--- config.mk ---
export PLATFORM = sky130hd
export DESIGN_NAME = ps2_mouse_top
export DESIGN_NICKNAME = d
export VERILOG_FILES = /design/src/hdl/ps2_mouse_pkg.sv /design/src/hdl/ps2_rx_shifter.sv /design/src/hdl/ps2_cmd_sender.sv /design/src/hdl/mouse_sequencer.sv /design/src/hdl/mouse_position.sv /design/src/hdl/ps2_mouse_top.sv
export VERILOG_INCLUDE_DIRS = /design/src /design/src/include
export SDC_FILE = /design/constraint.sdc
export NUM_CORES = 1
export LEC_CHECK = 0
export ABC_CLOCK_PERIOD_IN_PS = 4200
export BUFFER_PORTS_ARGS = -buffer_cell sky130_fd_sc_hd__buf_2
export CELL_PAD_IN_SITES_DETAIL_PLACEMENT = 0
export CELL_PAD_IN_SITES_GLOBAL_PLACEMENT = 1
export CORE_MARGIN = 1
export CORE_UTILIZATION = 47
export CTS_BUF_LIST = sky130_fd_sc_hd__clkbuf_16
export DETAILED_ROUTE_END_ITERATION = 10
export PLACE_DENSITY_LB_ADDON = 0.2
export SYNTH_ARGS = -nofsm -noshare
export SYNTH_HDL_FRONTEND = slang
export SYNTH_SLANG_ARGS = --single-unit
export TNS_END_PERCENT = 1
--- constraint.sdc ---
create_clock -name clk -period 4.2 [get_ports clk]
set_input_delay 0.42 -clock clk [delete_from_list [all_inputs] [get_ports clk]]
set_output_delay 0.42 -clock clk [all_outputs]
set_load 0.02 [all_outputs]
--- src/include/ps2_mouse_defines.svh ---
/*
 * Fixed PS/2 frame layout, command frame and sequencer timer taps.
 * Include wherever a frame width, byte field or timer bit is needed.
 */
`ifndef PS2_MOUSE_DEFINES_SVH
`define PS2_MOUSE_DEFINES_SVH

// receive frame: start, 8 data, parity, stop
`define PS2_FRAME_BITS    11
`define PS2_DATA_LSB      1                   // first data bit in a frame
`define PS2_DATA_MSB      8                   // last data bit in a frame

// host command frame, lsb first: start, 0xF4, odd parity 0, stop, guard
`define PS2_CMD_BITS      12
`define PS2_CMD_FRAME     12'b1101_1110_1000
`define PS2_CMD_DONE      12'b0000_0000_0001  // only the guard bit left

// sequencer timer
`define MOUSE_TIMER_BITS  16
`define MOUSE_HOLD_BIT    11                  // 2048 cycles of clock hold-off
`define MOUSE_WHEEL_BIT   14                  // 16384 cycles wheel byte wait

`define MOUSE_BTN_BITS    3                   // {middle, right, left}
`define PS2_ACK_BYTE      8'hFA               // mouse reply to a command

`endif

--- src/hdl/ps2_mouse_pkg.sv ---
/*
 * Shared types for the PS/2 mouse controller.
 * Sequencer states and the packet byte tag passed to the accumulator.
 */
package ps2_mouse_pkg;

	// ------------------------------------------------------------------------
	// power-up and packet sequencer states
	// ------------------------------------------------------------------------
	typedef enum logic [2:0] {
		st_init,      // clear timer
		st_hold_clk,  // clock held low, command frame loaded
		st_send_cmd,  // device clocks the command out
		st_wait_ack,  // acknowledge byte, not a delta
		st_byte1,     // buttons
		st_byte2,     // x delta
		st_byte3,     // y delta
		st_byte4      // optional wheel byte
	} mouse_state_e;

	// which received byte is valid this cycle
	typedef enum logic [1:0] {
		pkt_none,
		pkt_buttons,
		pkt_dx,
		pkt_dy
	} pkt_sel_e;

endpackage

--- src/hdl/ps2_rx_shifter.sv ---
/*
 * PS/2 receive side: input synchronizers, clock falling edge strobe
 * and the 11-bit frame shifter. A frame is ready when its start bit is at bit 0.
 */
`timescale 1ns/1ns
`include "ps2_mouse_defines.svh"

module ps2_rx_shifter
(
	input  logic       clk,
	input  logic       mrreset,
	input  logic       ps2_clk_in,   // PS/2 clock pin level
	input  logic       ps2_dat_in,   // PS/2 data pin level
	input  logic       rx_clear,     // refill shifter with ones
	output logic       clk_fall,     // one cycle per PS/2 clock fall
	output logic       rx_ready,     // full frame in shifter
	output logic [7:0] rx_byte       // frame data bits
);

	logic                        clk_s1;    // clock sync stage 1
	logic                        clk_s2;    // clock sync stage 2
	logic                        clk_prev;  // delayed for edge detect
	logic                        dat_s1;    // data sync stage 1
	logic                        dat_s2;    // data sync stage 2
	logic [`PS2_FRAME_BITS-1:0]  rx_shift;  // frame shifter, lsb arrives first

	// ------------------------------------------------------------------------
	// synchronizers, idle lines read high
	// ------------------------------------------------------------------------
	always_ff @(posedge clk)
	begin
		if (mrreset)
		begin
			clk_s1   <= 1'b1;
			clk_s2   <= 1'b1;
			clk_prev <= 1'b1;
			dat_s1   <= 1'b1;
			dat_s2   <= 1'b1;
		end
		else
		begin
			clk_s1   <= ps2_clk_in;
			clk_s2   <= clk_s1;
			clk_prev <= clk_s2;
			dat_s1   <= ps2_dat_in;
			dat_s2   <= dat_s1;
		end
	end

	assign clk_fall = clk_prev & ~clk_s2;   // high then low

	// shift in from the top, start bit walks down to bit 0
	always_ff @(posedge clk)
	begin
		if (mrreset || rx_clear)
			rx_shift <= '1;
		else if (clk_fall)
			rx_shift <= {dat_s2, rx_shift[`PS2_FRAME_BITS-1:1]};
	end

	assign rx_ready = ~rx_shift[0];          // start bit is low
	assign rx_byte  = rx_shift[`PS2_DATA_MSB:`PS2_DATA_LSB];

endmodule

--- src/hdl/ps2_cmd_sender.sv ---
/*
 * Host to device command shifter for the enable-data-reporting frame.
 * Loaded by the sequencer, then shifted one bit per PS/2 clock fall.
 */
`timescale 1ns/1ns
`include "ps2_mouse_defines.svh"

module ps2_cmd_sender
(
	input  logic clk,
	input  logic mrreset,
	input  logic tx_load,      // hold the command frame
	input  logic clk_fall,     // synchronized PS/2 clock fall
	output logic tx_done,      // only the guard bit remains
	output logic ps2_dat_out   // data release level, 0 pulls low
);

	logic [`PS2_CMD_BITS-1:0] tx_shift;  // frame, bit 0 on the line

	// ------------------------------------------------------------------------
	// command shifter
	// ------------------------------------------------------------------------
	always_ff @(posedge clk)
	begin
		if (mrreset)
			tx_shift <= '1;                                   // data released
		else if (tx_load)
			tx_shift <= `PS2_CMD_FRAME;                       // start bit pulls data low
		else if (clk_fall && !tx_done)
			tx_shift <= {1'b0, tx_shift[`PS2_CMD_BITS-1:1]};  // next bit
	end

	assign tx_done     = (tx_shift == `PS2_CMD_DONE);
	assign ps2_dat_out = tx_shift[0];

endmodule

--- src/hdl/mouse_sequencer.sv ---
/*
 * Power-up and packet FSM for the PS/2 mouse, with its timeout timer.
 * Holds the clock low, sends 0xF4, takes the acknowledge, then tags packet bytes.
 */
`timescale 1ns/1ns
`include "ps2_mouse_defines.svh"

module mouse_sequencer
(
	input  logic                    clk,
	input  logic                    mrreset,
	input  logic                    rx_ready,     // full frame received
	input  logic                    tx_done,      // command shifted out
	output logic                    ps2_clk_out,  // clock release level
	output logic                    rx_clear,     // flush receive shifter
	output logic                    tx_load,      // keep command frame loaded
	output ps2_mouse_pkg::pkt_sel_e pkt_sel       // role of the byte in rx_byte
);

	import ps2_mouse_pkg::*;

	mouse_state_e                  state;        // current state
	mouse_state_e                  state_next;   // next state
	logic [`MOUSE_TIMER_BITS-1:0]  timer;        // free running timer
	logic                          timer_clear;  // restart timer
	logic                          timer_full;   // timeout, back to init
	logic                          hold_done;    // clock held low long enough
	logic                          wheel_done;   // no wheel byte coming

	// ------------------------------------------------------------------------
	// timer
	// ------------------------------------------------------------------------
	always_ff @(posedge clk)
	begin
		if (mrreset || timer_clear)
			timer <= '0;
		else
			timer <= timer + 1'b1;
	end

	assign timer_full = &timer;
	assign hold_done  = timer[`MOUSE_HOLD_BIT];
	assign wheel_done = timer[`MOUSE_WHEEL_BIT];

	// ------------------------------------------------------------------------
	// state register, a timeout restarts the whole power-up
	// ------------------------------------------------------------------------
	always_ff @(posedge clk)
	begin
		if (mrreset || timer_full)
			state <= st_init;
		else
			state <= state_next;
	end

	always_comb
	begin
		state_next  = state;
		ps2_clk_out = 1'b1;       // clock released by default
		rx_clear    = 1'b0;
		tx_load     = 1'b0;
		timer_clear = 1'b0;
		pkt_sel     = pkt_none;
		case (state)
			st_init:
			begin
				timer_clear = 1'b1;   // start hold-off timing
				state_next  = st_hold_clk;
			end
			st_hold_clk:
			begin
				ps2_clk_out = 1'b0;   // inhibit the mouse
				tx_load     = 1'b1;   // start bit already on data
				if (hold_done)
					state_next = st_send_cmd;
			end
			st_send_cmd:
			begin
				rx_clear = 1'b1;      // ignore our own frame
				if (tx_done)
					state_next = st_wait_ack;
			end
			st_wait_ack:
			begin
				timer_clear = 1'b1;   // mouse may stay silent
				if (rx_ready)
				begin
					rx_clear   = 1'b1;  // drop the acknowledge
					state_next = st_byte1;
				end
			end
			st_byte1:
			begin
				timer_clear = 1'b1;   // idle mouse never times out
				if (rx_ready)
				begin
					pkt_sel    = pkt_buttons;
					rx_clear   = 1'b1;
					state_next = st_byte2;
				end
			end
			st_byte2:
			begin
				if (rx_ready)
				begin
					pkt_sel    = pkt_dx;
					rx_clear   = 1'b1;
					state_next = st_byte3;
				end
			end
			st_byte3:
			begin
				timer_clear = 1'b1;   // wheel wait counts from here
				if (rx_ready)
				begin
					pkt_sel    = pkt_dy;
					rx_clear   = 1'b1;
					state_next = st_byte4;
				end
			end
			st_byte4:
			begin
				if (rx_ready || wheel_done)  // wheel byte or give up on it
				begin
					rx_clear   = 1'b1;        // wheel byte discarded
					state_next = st_byte1;
				end
			end
			default:
				state_next = st_init;
		endcase
	end

endmodule

--- src/hdl/mouse_position.sv ---
/*
 * Button register and wrapping X/Y position counters.
 * Updated from tagged packet bytes; test_load preloads the upper counter bits.
 */
`timescale 1ns/1ns
`include "ps2_mouse_defines.svh"

module mouse_position
(
	input  logic                       clk,
	input  logic                       mrreset,
	input  logic                       test_load,  // preload counters
	input  logic [15:0]                test_data,  // {y[7:2],xx,x[7:2],xx}
	input  ps2_mouse_pkg::pkt_sel_e    pkt_sel,    // which byte is valid
	input  logic [7:0]                 rx_byte,    // received packet byte
	output logic [`MOUSE_BTN_BITS-1:0] btn,        // {middle, right, left}
	output logic [7:0]                 x_count,    // X position, wraps
	output logic [7:0]                 y_count     // Y position, wraps
);

	import ps2_mouse_pkg::*;

	// ------------------------------------------------------------------------
	// accumulator where preload wins over packet bytes
	// ------------------------------------------------------------------------
	always_ff @(posedge clk)
	begin
		if (mrreset)
		begin
			btn     <= '0;
			x_count <= 8'h00;
			y_count <= 8'h00;
		end
		else if (test_load)
		begin
			y_count[7:2] <= test_data[15:10];  // low bits kept
			x_count[7:2] <= test_data[7:2];
		end
		else
		begin
			case (pkt_sel)
				pkt_buttons:
					btn <= rx_byte[`MOUSE_BTN_BITS-1:0];
				pkt_dx:
					x_count <= x_count + rx_byte;  // mod 256
				pkt_dy:
					y_count <= y_count - rx_byte;  // PS/2 y grows upward
				default:
					;                              // pkt_none holds
			endcase
		end
	end

endmodule

--- src/hdl/ps2_mouse_top.sv ---
/*
 * PS/2 mouse controller top level.
 * Open-collector release outputs for clock and data, the board forms the wired-AND.
 */
`timescale 1ns/1ns
`include "ps2_mouse_defines.svh"

module ps2_mouse_top
(
	input  logic                       clk,
	input  logic                       mrreset,
	input  logic                       ps2_clk_in,   // PS/2 clock pin
	input  logic                       ps2_dat_in,   // PS/2 data pin
	input  logic                       test_load,    // counter preload strobe
	input  logic [15:0]                test_data,    // counter preload value
	output logic                       ps2_clk_out,  // 1 releases clock
	output logic                       ps2_dat_out,  // 1 releases data
	output logic [`MOUSE_BTN_BITS-1:0] btn,
	output logic [7:0]                 x_count,
	output logic [7:0]                 y_count
);

	import ps2_mouse_pkg::*;

	logic       clk_fall;  // PS/2 clock fall strobe
	logic       rx_ready;  // frame waiting
	logic [7:0] rx_byte;   // frame data
	logic       rx_clear;  // flush receiver
	logic       tx_load;   // command frame load
	logic       tx_done;   // command sent
	pkt_sel_e   pkt_sel;   // byte tag to accumulator

	// ------------------------------------------------------------------------
	// input side
	// ------------------------------------------------------------------------
	ps2_rx_shifter i_ps2_rx_shifter
	(
		.clk        (clk),
		.mrreset    (mrreset),
		.ps2_clk_in (ps2_clk_in),
		.ps2_dat_in (ps2_dat_in),
		.rx_clear   (rx_clear),
		.clk_fall   (clk_fall),
		.rx_ready   (rx_ready),
		.rx_byte    (rx_byte)
	);

	// command out and sequencing
	ps2_cmd_sender i_ps2_cmd_sender
	(
		.clk         (clk),
		.mrreset     (mrreset),
		.tx_load     (tx_load),
		.clk_fall    (clk_fall),
		.tx_done     (tx_done),
		.ps2_dat_out (ps2_dat_out)
	);

	mouse_sequencer i_mouse_sequencer
	(
		.clk         (clk),
		.mrreset     (mrreset),
		.rx_ready    (rx_ready),
		.tx_done     (tx_done),
		.ps2_clk_out (ps2_clk_out),
		.rx_clear    (rx_clear),
		.tx_load     (tx_load),
		.pkt_sel     (pkt_sel)
	);

	// output side
	mouse_position i_mouse_position
	(
		.clk       (clk),
		.mrreset   (mrreset),
		.test_load (test_load),
		.test_data (test_data),
		.pkt_sel   (pkt_sel),
		.rx_byte   (rx_byte),
		.btn       (btn),
		.x_count   (x_count),
		.y_count   (y_count)
	);

endmodule

==> results.md, run 1 <==
- Setup TNS: 0 ns
- Worst r2r dst: i_ps2_rx_shifter.rx_shift[2]$_SDFFE_PP1P_
- Post-synth top area share: approximately 39%
- CTS Buffer Depth: 2
- Area Overhead vs Synth: 16.5%
- Dpl hpwl: 4920 microns
- Hold Crit Class: in -> reg
- Min-Delay Startpoint: ps2_clk_in
- PD cells: 489 nW/um^2
- Worst path arrival time: ~2.6 ns
- Worst-path clk slew: around 0.06 ns
- Vias: 2720
- Fin nets: 460
- Kind of critical path: reg -> reg
- Worst skew pair latency: 0.34 ns
- Pleak: 1.74 nW
- Initial antenna violation count: 0
- Largest net degree at the start of global routing: 33
- Sink Count: 66
- Mapped Nets: 427
- First-pass GRT wire length: 11600 microns
- Total CTS buffers: 9
- # IOs: 42
- Syn. warnings: 0
- Die width: between 80 and 90 microns
- Slew margin rel.: 24.1%
- Final Hold Viols: 0
- Worst setup EP type: flip-flop
- ANT cells: 0
- Via-to-Cell Ratio: 5.25
- End of the worst hold path: i_ps2_rx_shifter.clk_s1$_SDFF_PP1_
- Rows: 30
- Mapped Cells: roughly 380
- Async set-or-reset flop fraction in the synthesized netlist: 0%
- Core region area: approximately 7000 sq um
- Synth unique cells: 57
- Overall Power: 1.92 mW
- Final period utilization: about 59%
- R2r setup slk: between 1.5 and 2 ns
- Most common cell after layout, fill and taps aside: dfxtp_1
- Setup Buffers After CTS: 0
- Fmax achieved: 405 MHz
- Initial Util: between 40 and 50%
- Post-synth EDFFs: 0
- Crit path required time: 4.35 ns
- Drt first pass iters: 6
- Gpl congestion: 0.823
- Post-synthesis area per instance: 8.77 sq um
- Post-CTS sizing: 0
- Reg2reg start: i_mouse_sequencer.state[0]$_SDFFE_PP0P_
- Die Y: 86.6 microns
- Commonest non-fill, non-tap cells in the layout: dfxtp_1, nand2_1, nor2_1, buf_2, nand3_1
- Slew of the pin with the lowest slew margin: 1.13 ns
- Worst r2r path cells: 7
- CTS Root Cell: clkbuf_16
- Sequential share of the synthesized area: between 30% and 40%
- Unrepaired setup endpoints after global routing: false
- Htree depth: 3
- Die area: 7510 sq um
- Synth area leader: dfxtp_1
- Worst hold slack: 0.265 ns
- Hold path cells: 2
- Residual DRC: 0
- Finish-stage setup viols: 0
- ANT nets after route: 0
- GRT Total Usage: roughly a fifth
- VDD IR max: between 200 and 300 uV
- Startpoint Class: flip-flop
- Crit path time final: about 2.5 ns
- Outcome: completed
- Synthesized area: approximately 3400 sq um
- Final worst slack: 1.73 ns
- Most used DFF post-synth: dfxtp_1
- Post-Place Worst Slack: roughly 1.7 ns
- Vias in the first global route: about 2500
- Synth Register Bits: 66
- Synth area leaders: dfxtp_1, ha_1, nand2_1
- PortBufs: 37
- Grt ovf: 0
- CTS tree: yes
- Clk_skew: 0.00825 ns
- Slew Viols, Final: 0
- Layout cell share with drive strength beyond 1: 15.6%
- Final wirelength: roughly 7000 microns
- Maximum Capacitance Violations: 0
- Hold Buf Count CTS: 0
- Initial DRC count: between 80 and 90
- WL/cell: 13.6 microns
- Crit-path max FO: 11
-- through the flow --
stage	std cells	area, sq um	utilization [%]
final	518	3920	57.1
after global routing	518	3920	57.1
after CTS	518	3920	57.1
after detailed placement	502	3600	52.4
after global placement	502	3600	52.4
after floorplan	384	3370	-
-- cell families after synthesis --
logic type / Yosys count / share of synthesized area [%]
AOI/OAI and AO/OA: 82 / 17.3
xor gates and xnor gates: 21 / 5.46
adders and majority gates: 22 / 8.62
buffers and inverters: 33 / 4.24
DFF: 66 / 39.2
muxes: 7 / 2.08
and+or+nand+nor: 153 / 23.1
-- layout make-up --
type,instances,area [sq um]
multi-input combinational,285,1900
timing repair buffer,37,185
inverter,18,67.6
tap,96,120
sequential,66,1320
clock buffer,9,225
fill,650,2950
clock inverter,7,101
-- state kept, by name, indices dropped and copies added, names as in the netlist --
signal                     flops
i_mouse_position.btn           3
i_ps2_rx_shifter.clk_s2        1
i_ps2_rx_shifter.clk_s1        1
i_ps2_cmd_sender.tx_shift     12
i_ps2_rx_shifter.clk_prev      1
i_ps2_rx_shifter.dat_s2        1
i_mouse_position.x_count       8
i_ps2_rx_shifter.rx_shift     11
i_mouse_position.y_count       8
i_ps2_rx_shifter.dat_s1        1
i_mouse_sequencer.timer       16
i_mouse_sequencer.state        3
-- Yosys cell counts (3+ instances only) --
| cell type | instances |
|---|---|
| a22oi_1 | 6 |
| nand4_1 | 3 |
| a222oi_1 | 3 |
| o21ai_0 | 16 |
| nor2b_1 | 6 |
| xor2_1 | 10 |
| a21o_1 | 5 |
| xnor2_1 | 11 |
| buf_2 | 3 |
| a31oi_1 | 4 |
| nand2b_1 | 3 |
| mux2i_1 | 7 |
| nor3_1 | 7 |
| o21a_1 | 4 |
| nor2_1 | 40 |
| o31a_1 | 4 |
| or2_2 | 5 |
| o211ai_1 | 8 |
| and3_1 | 3 |
| dfxtp_1 | 66 |
| inv_1 | 17 |
| ha_1 | 20 |
| clkbuf_1 | 9 |
| a211oi_1 | 4 |
| a21oi_1 | 13 |
| nand3_1 | 21 |
| nand2_1 | 49 |
-- worst max-delay path: stages (launching register included) --
cell,delay (ns)
dfxtp_1,0.41
inv_1,0.09
ha_1,0.28
o31a_1,0.33
nor2_1,0.09
nor2_1,0.04
nor3_1,0.86
o211ai_1,0.19
-- per-layer routing --
| layer | part of all wire [%] | track usage, % |
|---|---|---|
| met4 | 1.6 | 6.82 |
| met2 | 46 | 32.8 |
| met1 | 49 | 26.5 |
| met3 | 3.3 | 6.00 |
| met5 | 0 | 0 |
-- how the worst max path moves through the flow --
stage                                             startpoint  depth (start not counted)                                   endpoint
floorplan           i_mouse_position.x_count[0]$_SDFFE_PP0P_                          8   i_mouse_position.x_count[6]$_SDFFE_PP0P_
global placement     i_mouse_sequencer.state[0]$_SDFFE_PP0P_                          7  i_ps2_rx_shifter.rx_shift[7]$_SDFFE_PP1P_
detailed placement   i_mouse_sequencer.state[0]$_SDFFE_PP0P_                          7  i_ps2_rx_shifter.rx_shift[5]$_SDFFE_PP1P_
CTS                  i_mouse_sequencer.state[0]$_SDFFE_PP0P_                          7  i_ps2_rx_shifter.rx_shift[5]$_SDFFE_PP1P_
global route         i_mouse_sequencer.state[0]$_SDFFE_PP0P_                          7  i_ps2_rx_shifter.rx_shift[3]$_SDFFE_PP1P_
finish               i_mouse_sequencer.state[0]$_SDFFE_PP0P_                          7  i_ps2_rx_shifter.rx_shift[2]$_SDFFE_PP1P_
-- power by group --
group / switching, mW / total (mW) / internal [mW]
logic: 0.217 / 0.360 / 0.142
registers: 0.0626 / 0.744 / 0.682
clock network: 0.293 / 0.816 / 0.523
total: 0.573 / 1.92 / 1.35
No activity file was read; power rests on OpenSTA's default activity.
==> run 2, diff against run 1 <==
Settings changed: ABC_CLOCK_PERIOD_IN_PS 4200 to 2500, CORE_UTILIZATION 47 to 44.
Clock period 4.2 ns to 2.5 ns, I/O delays scaled along.
==> run 2 against run 1 <==
  * Hold slack got worse by 0.16 ns
  * Combinational power rose by 74%
  * Clock power rose by 64%
  * Count of clock-buffer cells in the layout did not move
  * Register-to-register slack got worse by 1.4 ns
  * First-iteration DRC count fell by 7.1%
  * Critical endpoint is now i_mouse_sequencer.state[0]$_SDFFE_PP0P_
  * Routed wire length rose by 1.7%
  * Non-clock buffer count rose by 4
  * Global-route usage fell by 1.0 points
  * Highest routed layer unchanged
  * Sequential share of layout area fell by 0.22 points
==> results.md, run 2 (synthesis gave the netlist of run 1 again) <==
- Outcome: completed (unchanged)
- R2r setup slk: 0.33 ns (was 1.73 ns)
- CTS Buffer Depth: 2 (unchanged)
- Hold path cells: 2 (unchanged)
- Slew Viols, Final: 0 (unchanged)
- Sink Count: 66 (unchanged)
- Finish-stage setup viols: 0 (unchanged)
- End of the worst hold path: i_ps2_rx_shifter.clk_s1$_SDFF_PP1_ (unchanged)
- Worst path arrival time: 2.36 ns (was 2.62 ns)
- First-pass GRT wire length: 11600 microns (about the same)
- CTS Root Cell: clkbuf_16 (unchanged)
- ANT nets after route: 0 (unchanged)
- Vias: 2785 (was 2720)
- GRT Total Usage: 19.5% (was 20.5%)
- Drt first pass iters: 5 (was 6)
- Worst r2r dst: i_mouse_sequencer.state[0]$_SDFFE_PP0P_ (was i_ps2_rx_shifter.rx_shift[2]$_SDFFE_PP1P_)
- Fmax achieved: 462 MHz (was 405 MHz)
- Fin nets: 464 (was 460)
- Pleak: 1.76 nW (was 1.74 nW)
- Slew of the pin with the lowest slew margin: 0.693 ns (was 1.13 ns)
- Post-CTS sizing: 0 (unchanged)
- Final wirelength: 7180 microns (was 7050 microns)
- Final period utilization: 86.6% (was 58.8%)
- Worst skew pair latency: 0.33 ns (was 0.34 ns)
- Post-Place Worst Slack: 0.477 ns (was 1.73 ns)
- Number of flip-flops in the largest register: 16 (unchanged)
- Htree depth: 3 (unchanged)
- Crit path required time: 2.69 ns (was 4.35 ns)
- Gpl congestion: 0.849 (was 0.823)
- Clk_skew: 0.00556 ns (was 0.00825 ns)
- # IOs: 42 (unchanged)
- Most common cell after layout, fill and taps aside: dfxtp_1 (unchanged)
- Largest registers: i_mouse_sequencer.timer x16, i_ps2_cmd_sender.tx_shift x12, i_ps2_rx_shifter.rx_shift x11 (unchanged)
- Setup TNS: 0 ns (unchanged)
- ANT cells: 0 (unchanged)
- Maximum Capacitance Violations: 0 (unchanged)
- Final worst slack: 0.335 ns (was 1.73 ns)
- Startpoint Class: flip-flop (unchanged)
- Initial antenna violation count: 0 (unchanged)
- Rows: 31 (was 30)
- Worst-path clk slew: 0.06 ns (about the same)
- CTS tree: yes (unchanged)
- Vias in the first global route: 2454 (was 2520)
- Commonest non-fill, non-tap cells in the layout: dfxtp_1, nand2_1, nor2_1, buf_2, nand3_1 (unchanged)
- WL/cell: 13.7 microns (was 13.6 microns)
- Unrepaired setup endpoints after global routing: false (unchanged)
- Dpl hpwl: 5050 microns (was 4920 microns)
- Hold Crit Class: in -> reg (unchanged)
- Min-Delay Startpoint: ps2_clk_in (unchanged)
- Grt ovf: 0 (unchanged)
- Via-to-Cell Ratio: 5.30 (was 5.25)
- Setup Buffers After CTS: 0 (unchanged)
- Total CTS buffers: 9 (unchanged)
- Slew margin rel.: 53.6% (was 24.1%)
- PD cells: 815 nW/um^2 (was 489 nW/um^2)
- Die area: 8010 sq um (was 7510 sq um)
- Crit-path max FO: 9 (was 11)
- Worst setup EP type: flip-flop (unchanged)
- Kind of critical path: reg -> reg (unchanged)
- Die Y: 89.5 microns (was 86.6 microns)
- Residual DRC: 0 (unchanged)
- Initial Util: 45.9% (was 49.0%)
- Layout cell share with drive strength beyond 1: 16.2% (was 15.6%)
- Initial DRC count: 79 (was 85)
- Worst r2r path cells: 6 (was 7)
- Area Overhead vs Synth: 17.3% (was 16.5%)
- Largest Register: i_mouse_sequencer.timer (unchanged)
- Largest net degree at the start of global routing: 25 (was 33)
- Hold Buf Count CTS: 0 (unchanged)
- VDD IR max: 498 uV (was 280 uV)
- PortBufs: 37 (unchanged)
- Crit path time final: 2.17 ns (was 2.47 ns)
- Die width: 89.5 microns (was 86.6 microns)
- Final Hold Viols: 0 (unchanged)
- Core region area: 7330 sq um (was 6870 sq um)
- Reg2reg start: i_mouse_sequencer.state[1]$_SDFFE_PP0P_ (was i_mouse_sequencer.state[0]$_SDFFE_PP0P_)
==> run 2: cell count changes in the layout (fill, tap and decap cells not counted), sizes merged <==
| cell | delta |
|---|---|
| buf | +4 |
| inv | -1 |
| clkinv | +2 |
| clkinvlp | -1 |
==> run 2: area by class of cell <==
type | instances | area (sq um)
Fill cell | 684 | 3380
Multi-Input combinational cell | 285 | 1900
Sequential cell | 66 | 1320
Clock buffer | 9 | 225
Timing Repair Buffer | 41 | 215
Tap cell | 99 | 124
Clock inverter | 7 | 93.8
Inverter | 18 | 67.6
==> run 2: critical path, cell delays in order (launching register included) <==
cell and delay [ns]:
dfxtp_1 0.42, inv_1 0.09, ha_1 0.31, o31a_1 0.30, o21ai_0 0.39, a21oi_1 0.14
a311oi_1 0.39
==> run 2: how the worst max path moves through the flow <==
stage                                                    startpoint                                  endpoint
final                       i_mouse_sequencer.state[1]$_SDFFE_PP0P_   i_mouse_sequencer.state[0]$_SDFFE_PP0P_
after global routing        i_mouse_sequencer.state[0]$_SDFFE_PP0P_   i_mouse_sequencer.state[0]$_SDFFE_PP0P_
after CTS                   i_mouse_sequencer.state[1]$_SDFFE_PP0P_                               ps2_clk_out
after detailed placement    i_mouse_sequencer.state[1]$_SDFFE_PP0P_  i_mouse_position.y_count[7]$_SDFFE_PP0P_
after global placement    i_ps2_rx_shifter.rx_shift[1]$_SDFFE_PP1P_  i_mouse_position.y_count[6]$_SDFFE_PP0P_
after floorplan            i_mouse_position.x_count[0]$_SDFFE_PP0P_  i_mouse_position.x_count[6]$_SDFFE_PP0P_
==> run 2: per-layer routing <==
metal	routed length, microns	track usage, %
met1	3450	24.0
met2	3380	32.8
met3	208	4.16
met4	134	8.95
met5	0	0
==> run 2: stage by stage <==
stage	hold slack [ns]	utilization (%)	power, mW	cells	cell area (sq um)
after floorplan	0.354	-	1.74	384	3370
after global placement	0.394	49.5	1.87	509	3630
after detailed placement	0.398	49.5	1.89	509	3630
after CTS	0.0900	53.9	3.26	525	3950
after global routing	0.107	53.9	3.39	525	3950
final	0.102	53.9	3.22	525	3950
==> run 2: report_power, final <==
group | switching [mW] | total (mW) | internal [mW]
logic | 0.381 | 0.627 | 0.245
registers | 0.103 | 1.25 | 1.15
clock network | 0.474 | 1.34 | 0.870
total | 0.958 | 3.22 | 2.26
==> run 3, diff against run 2 <==
Settings changed: PLACE_DENSITY_LB_ADDON 0.2 to 0.3.
==> run 3 against run 2 <==
  * Setup slack improved by 0.083 ns
  * Hold slack improved by 0.0052 ns
  * Combinational power decreased by 2%
  * Cell area about the same
  * Clock skew about the same
  * Highest routed layer unchanged
  * Largest power group unchanged
  * Non-clock buffer count unchanged
==> results.md, run 3 (synthesis gave the netlist of run 1 again) <==
- Overall Power: 3.20 mW (was 3.22 mW)
- Initial antenna violation count: 0 (unchanged)
- CTS tree: yes (unchanged)
- First-pass GRT wire length: 11400 microns (was 11600 microns)
- Hold Buf Count CTS: 0 (unchanged)
- Fmax achieved: 480 MHz (was 462 MHz)
- Setup Buffers After CTS: 0 (unchanged)
- Total CTS buffers: 9 (unchanged)
- Initial Util: 45.9% (unchanged)
- Fin nets: 464 (unchanged)
- Core region area: 7330 sq um (unchanged)
- VDD IR max: 471 uV (was 498 uV)
- Dpl hpwl: 4930 microns (was 5050 microns)
- Clk_skew: 0.00577 ns (was 0.00556 ns)
- Kind of critical path: reg -> reg (unchanged)
- Worst setup EP type: flip-flop (unchanged)
- Worst path arrival time: 2.28 ns (was 2.36 ns)
- Post-CTS sizing: 0 (unchanged)
- Most common cell after layout, fill and taps aside: dfxtp_1 (unchanged)
- Commonest non-fill, non-tap cells in the layout: dfxtp_1, nand2_1, nor2_1, buf_2, nand3_1 (unchanged)
- Die width: 89.5 microns (unchanged)
- Crit-path max FO: 5 (was 9)
- CTS Buffer Depth: 2 (unchanged)
- Worst stage delay on the critical path: 0.43 ns (was 0.42 ns)
- CP max stage cell: dfxtp_1 (unchanged)
- CP delay by family, top: compound AO/OA/AOI/OAI gates (unchanged)
- Die Y: 89.5 microns (unchanged)
- Grt ovf: 0 (unchanged)
- Die area: 8010 sq um (unchanged)
- Initial DRC count: 124 (was 79)
- Setup TNS: 0 ns (unchanged)
- CTS Root Cell: clkbuf_16 (unchanged)
- Vias in the first global route: 2498 (was 2454)
- Top Metal Used: met4 (unchanged)
- Finish-stage setup viols: 0 (unchanged)
- Area Overhead vs Synth: 17.3% (about the same)
- Slew of the pin with the lowest slew margin: 0.695 ns (was 0.693 ns)
- Worst-path clk slew: 0.05 ns (was 0.06 ns)
- PortBufs: 37 (unchanged)
- Via-to-Cell Ratio: 5.35 (was 5.30)
- Largest Register: i_mouse_sequencer.timer (unchanged)
- Htree depth: 3 (unchanged)
- # fillers: 689 (was 684)
- Final wirelength: 7070 microns (was 7180 microns)
- Wire length on met1: 3420 microns (was 3450 microns)
- Number of flip-flops in the largest register: 16 (unchanged)
- Layout cell share with drive strength beyond 1: 16.2% (unchanged)
- Crit path required time: 2.70 ns (was 2.69 ns)
- Unrepaired setup endpoints after global routing: false (unchanged)
- Worst skew pair latency: 0.32 ns (was 0.33 ns)
- Residual DRC: 0 (unchanged)
- Final Hold Viols: 0 (unchanged)
- Met2 WL: 3330 microns (was 3380 microns)
- CP Cell Sequence: ha_1 > inv_1 > fa_1 > a21o_1 > a211oi_1 > nor2_1 > o31ai_1 > o22ai_1 (was inv_1 > ha_1 > o31a_1 > o21ai_0 > a21oi_1 > a311oi_1)
- Outcome: completed (unchanged)
- Slew margin rel.: 53.4% (was 53.6%)
- Vias: 2810 (was 2785)
- Maximum Capacitance Violations: 0 (unchanged)
- Crit path time final: 2.08 ns (was 2.17 ns)
- ANT nets after route: 0 (unchanged)
- ANT cells: 0 (unchanged)
- Hold Crit Class: in -> reg (unchanged)
- Drt first pass iters: 4 (was 5)
- Largest net degree at the start of global routing: 25 (unchanged)
- Routed wl met3: 251 microns (was 208 microns)
- Startpoint Class: flip-flop (unchanged)
- Pleak: 1.76 nW (about the same)
- # IOs: 42 (unchanged)
- PD cells: 810 nW/um^2 (was 815 nW/um^2)
- Rows: 31 (unchanged)
- Slew Viols, Final: 0 (unchanged)
- Gpl congestion: 0.830 (was 0.849)
- Largest registers: i_mouse_sequencer.timer x16, i_ps2_cmd_sender.tx_shift x12, i_ps2_rx_shifter.rx_shift x11 (unchanged)
- WL/cell: 13.5 microns (was 13.7 microns)
- Sink Count: 66 (unchanged)
- Final period utilization: 83.3% (was 86.6%)
- GRT Total Usage: 18.8% (was 19.5%)
- Buffers and inverters on the worst path: 1 (unchanged)
## run 3: path summary, 6_finish.rpt
path / end / slack, ns / depth (start not counted) / startpoint
setup / recovery: i_mouse_position.y_count[6]$_SDFFE_PP0P_ / 0.42 / 8 / i_ps2_rx_shifter.rx_shift[1]$_SDFFE_PP1P_
hold / removal: i_ps2_rx_shifter.clk_s1$_SDFF_PP1_ / 0.11 / 2 / ps2_clk_in
setup reg to reg: i_mouse_position.y_count[6]$_SDFFE_PP0P_ / 0.42 / 8 / i_ps2_rx_shifter.rx_shift[1]$_SDFFE_PP1P_
hold reg to reg: i_ps2_rx_shifter.dat_s2$_SDFF_PP1_ / 0.41 / 1 / i_ps2_rx_shifter.dat_s1$_SDFF_PP1_
## run 3: where the power goes
part | switching (mW) | internal, mW
combinational | 0.370 | 0.245
clock | 0.465 | 0.870
sequential | 0.104 | 1.15
total | 0.938 | 2.26
## run 3: area by class of cell
cell class / count / area, sq um / area share [%]
timing repair buffer: 41 / 215 / 5.45
tap: 99 / 124 / 3.14
clock buffer: 9 / 225 / 5.70
sequential: 66 / 1320 / 33.5
clock inverter: 7 / 92.6 / 2.34
multi-input combinational: 285 / 1900 / 48.2
inverter: 18 / 67.6 / 1.71
## run 3: routing by layer
metal / global-route usage (%) / up-vias
li1: - / 1438
met1: 23.5 / 1320
met2: 31.2 / 48
met3: 4.52 / 4
met4: 7.79 / 0
met5: 0 / -
## run 3: metrics by stage
| stage | instance area (sq um) | setup WS, ns | util (%) | instances | hold WS [ns] |
|---|---|---|---|---|---|
| after floorplan | 3370 | 0.545 | - | 384 | 0.354 |
| after global placement | 3630 | 0.491 | 49.5 | 509 | 0.394 |
| after detailed placement | 3630 | 0.436 | 49.5 | 509 | 0.398 |
| after CTS | 3950 | 0.432 | 53.9 | 525 | 0.0977 |
| after global routing | 3950 | 0.211 | 53.9 | 525 | 0.0940 |
| final | 3950 | 0.417 | 53.9 | 525 | 0.108 |
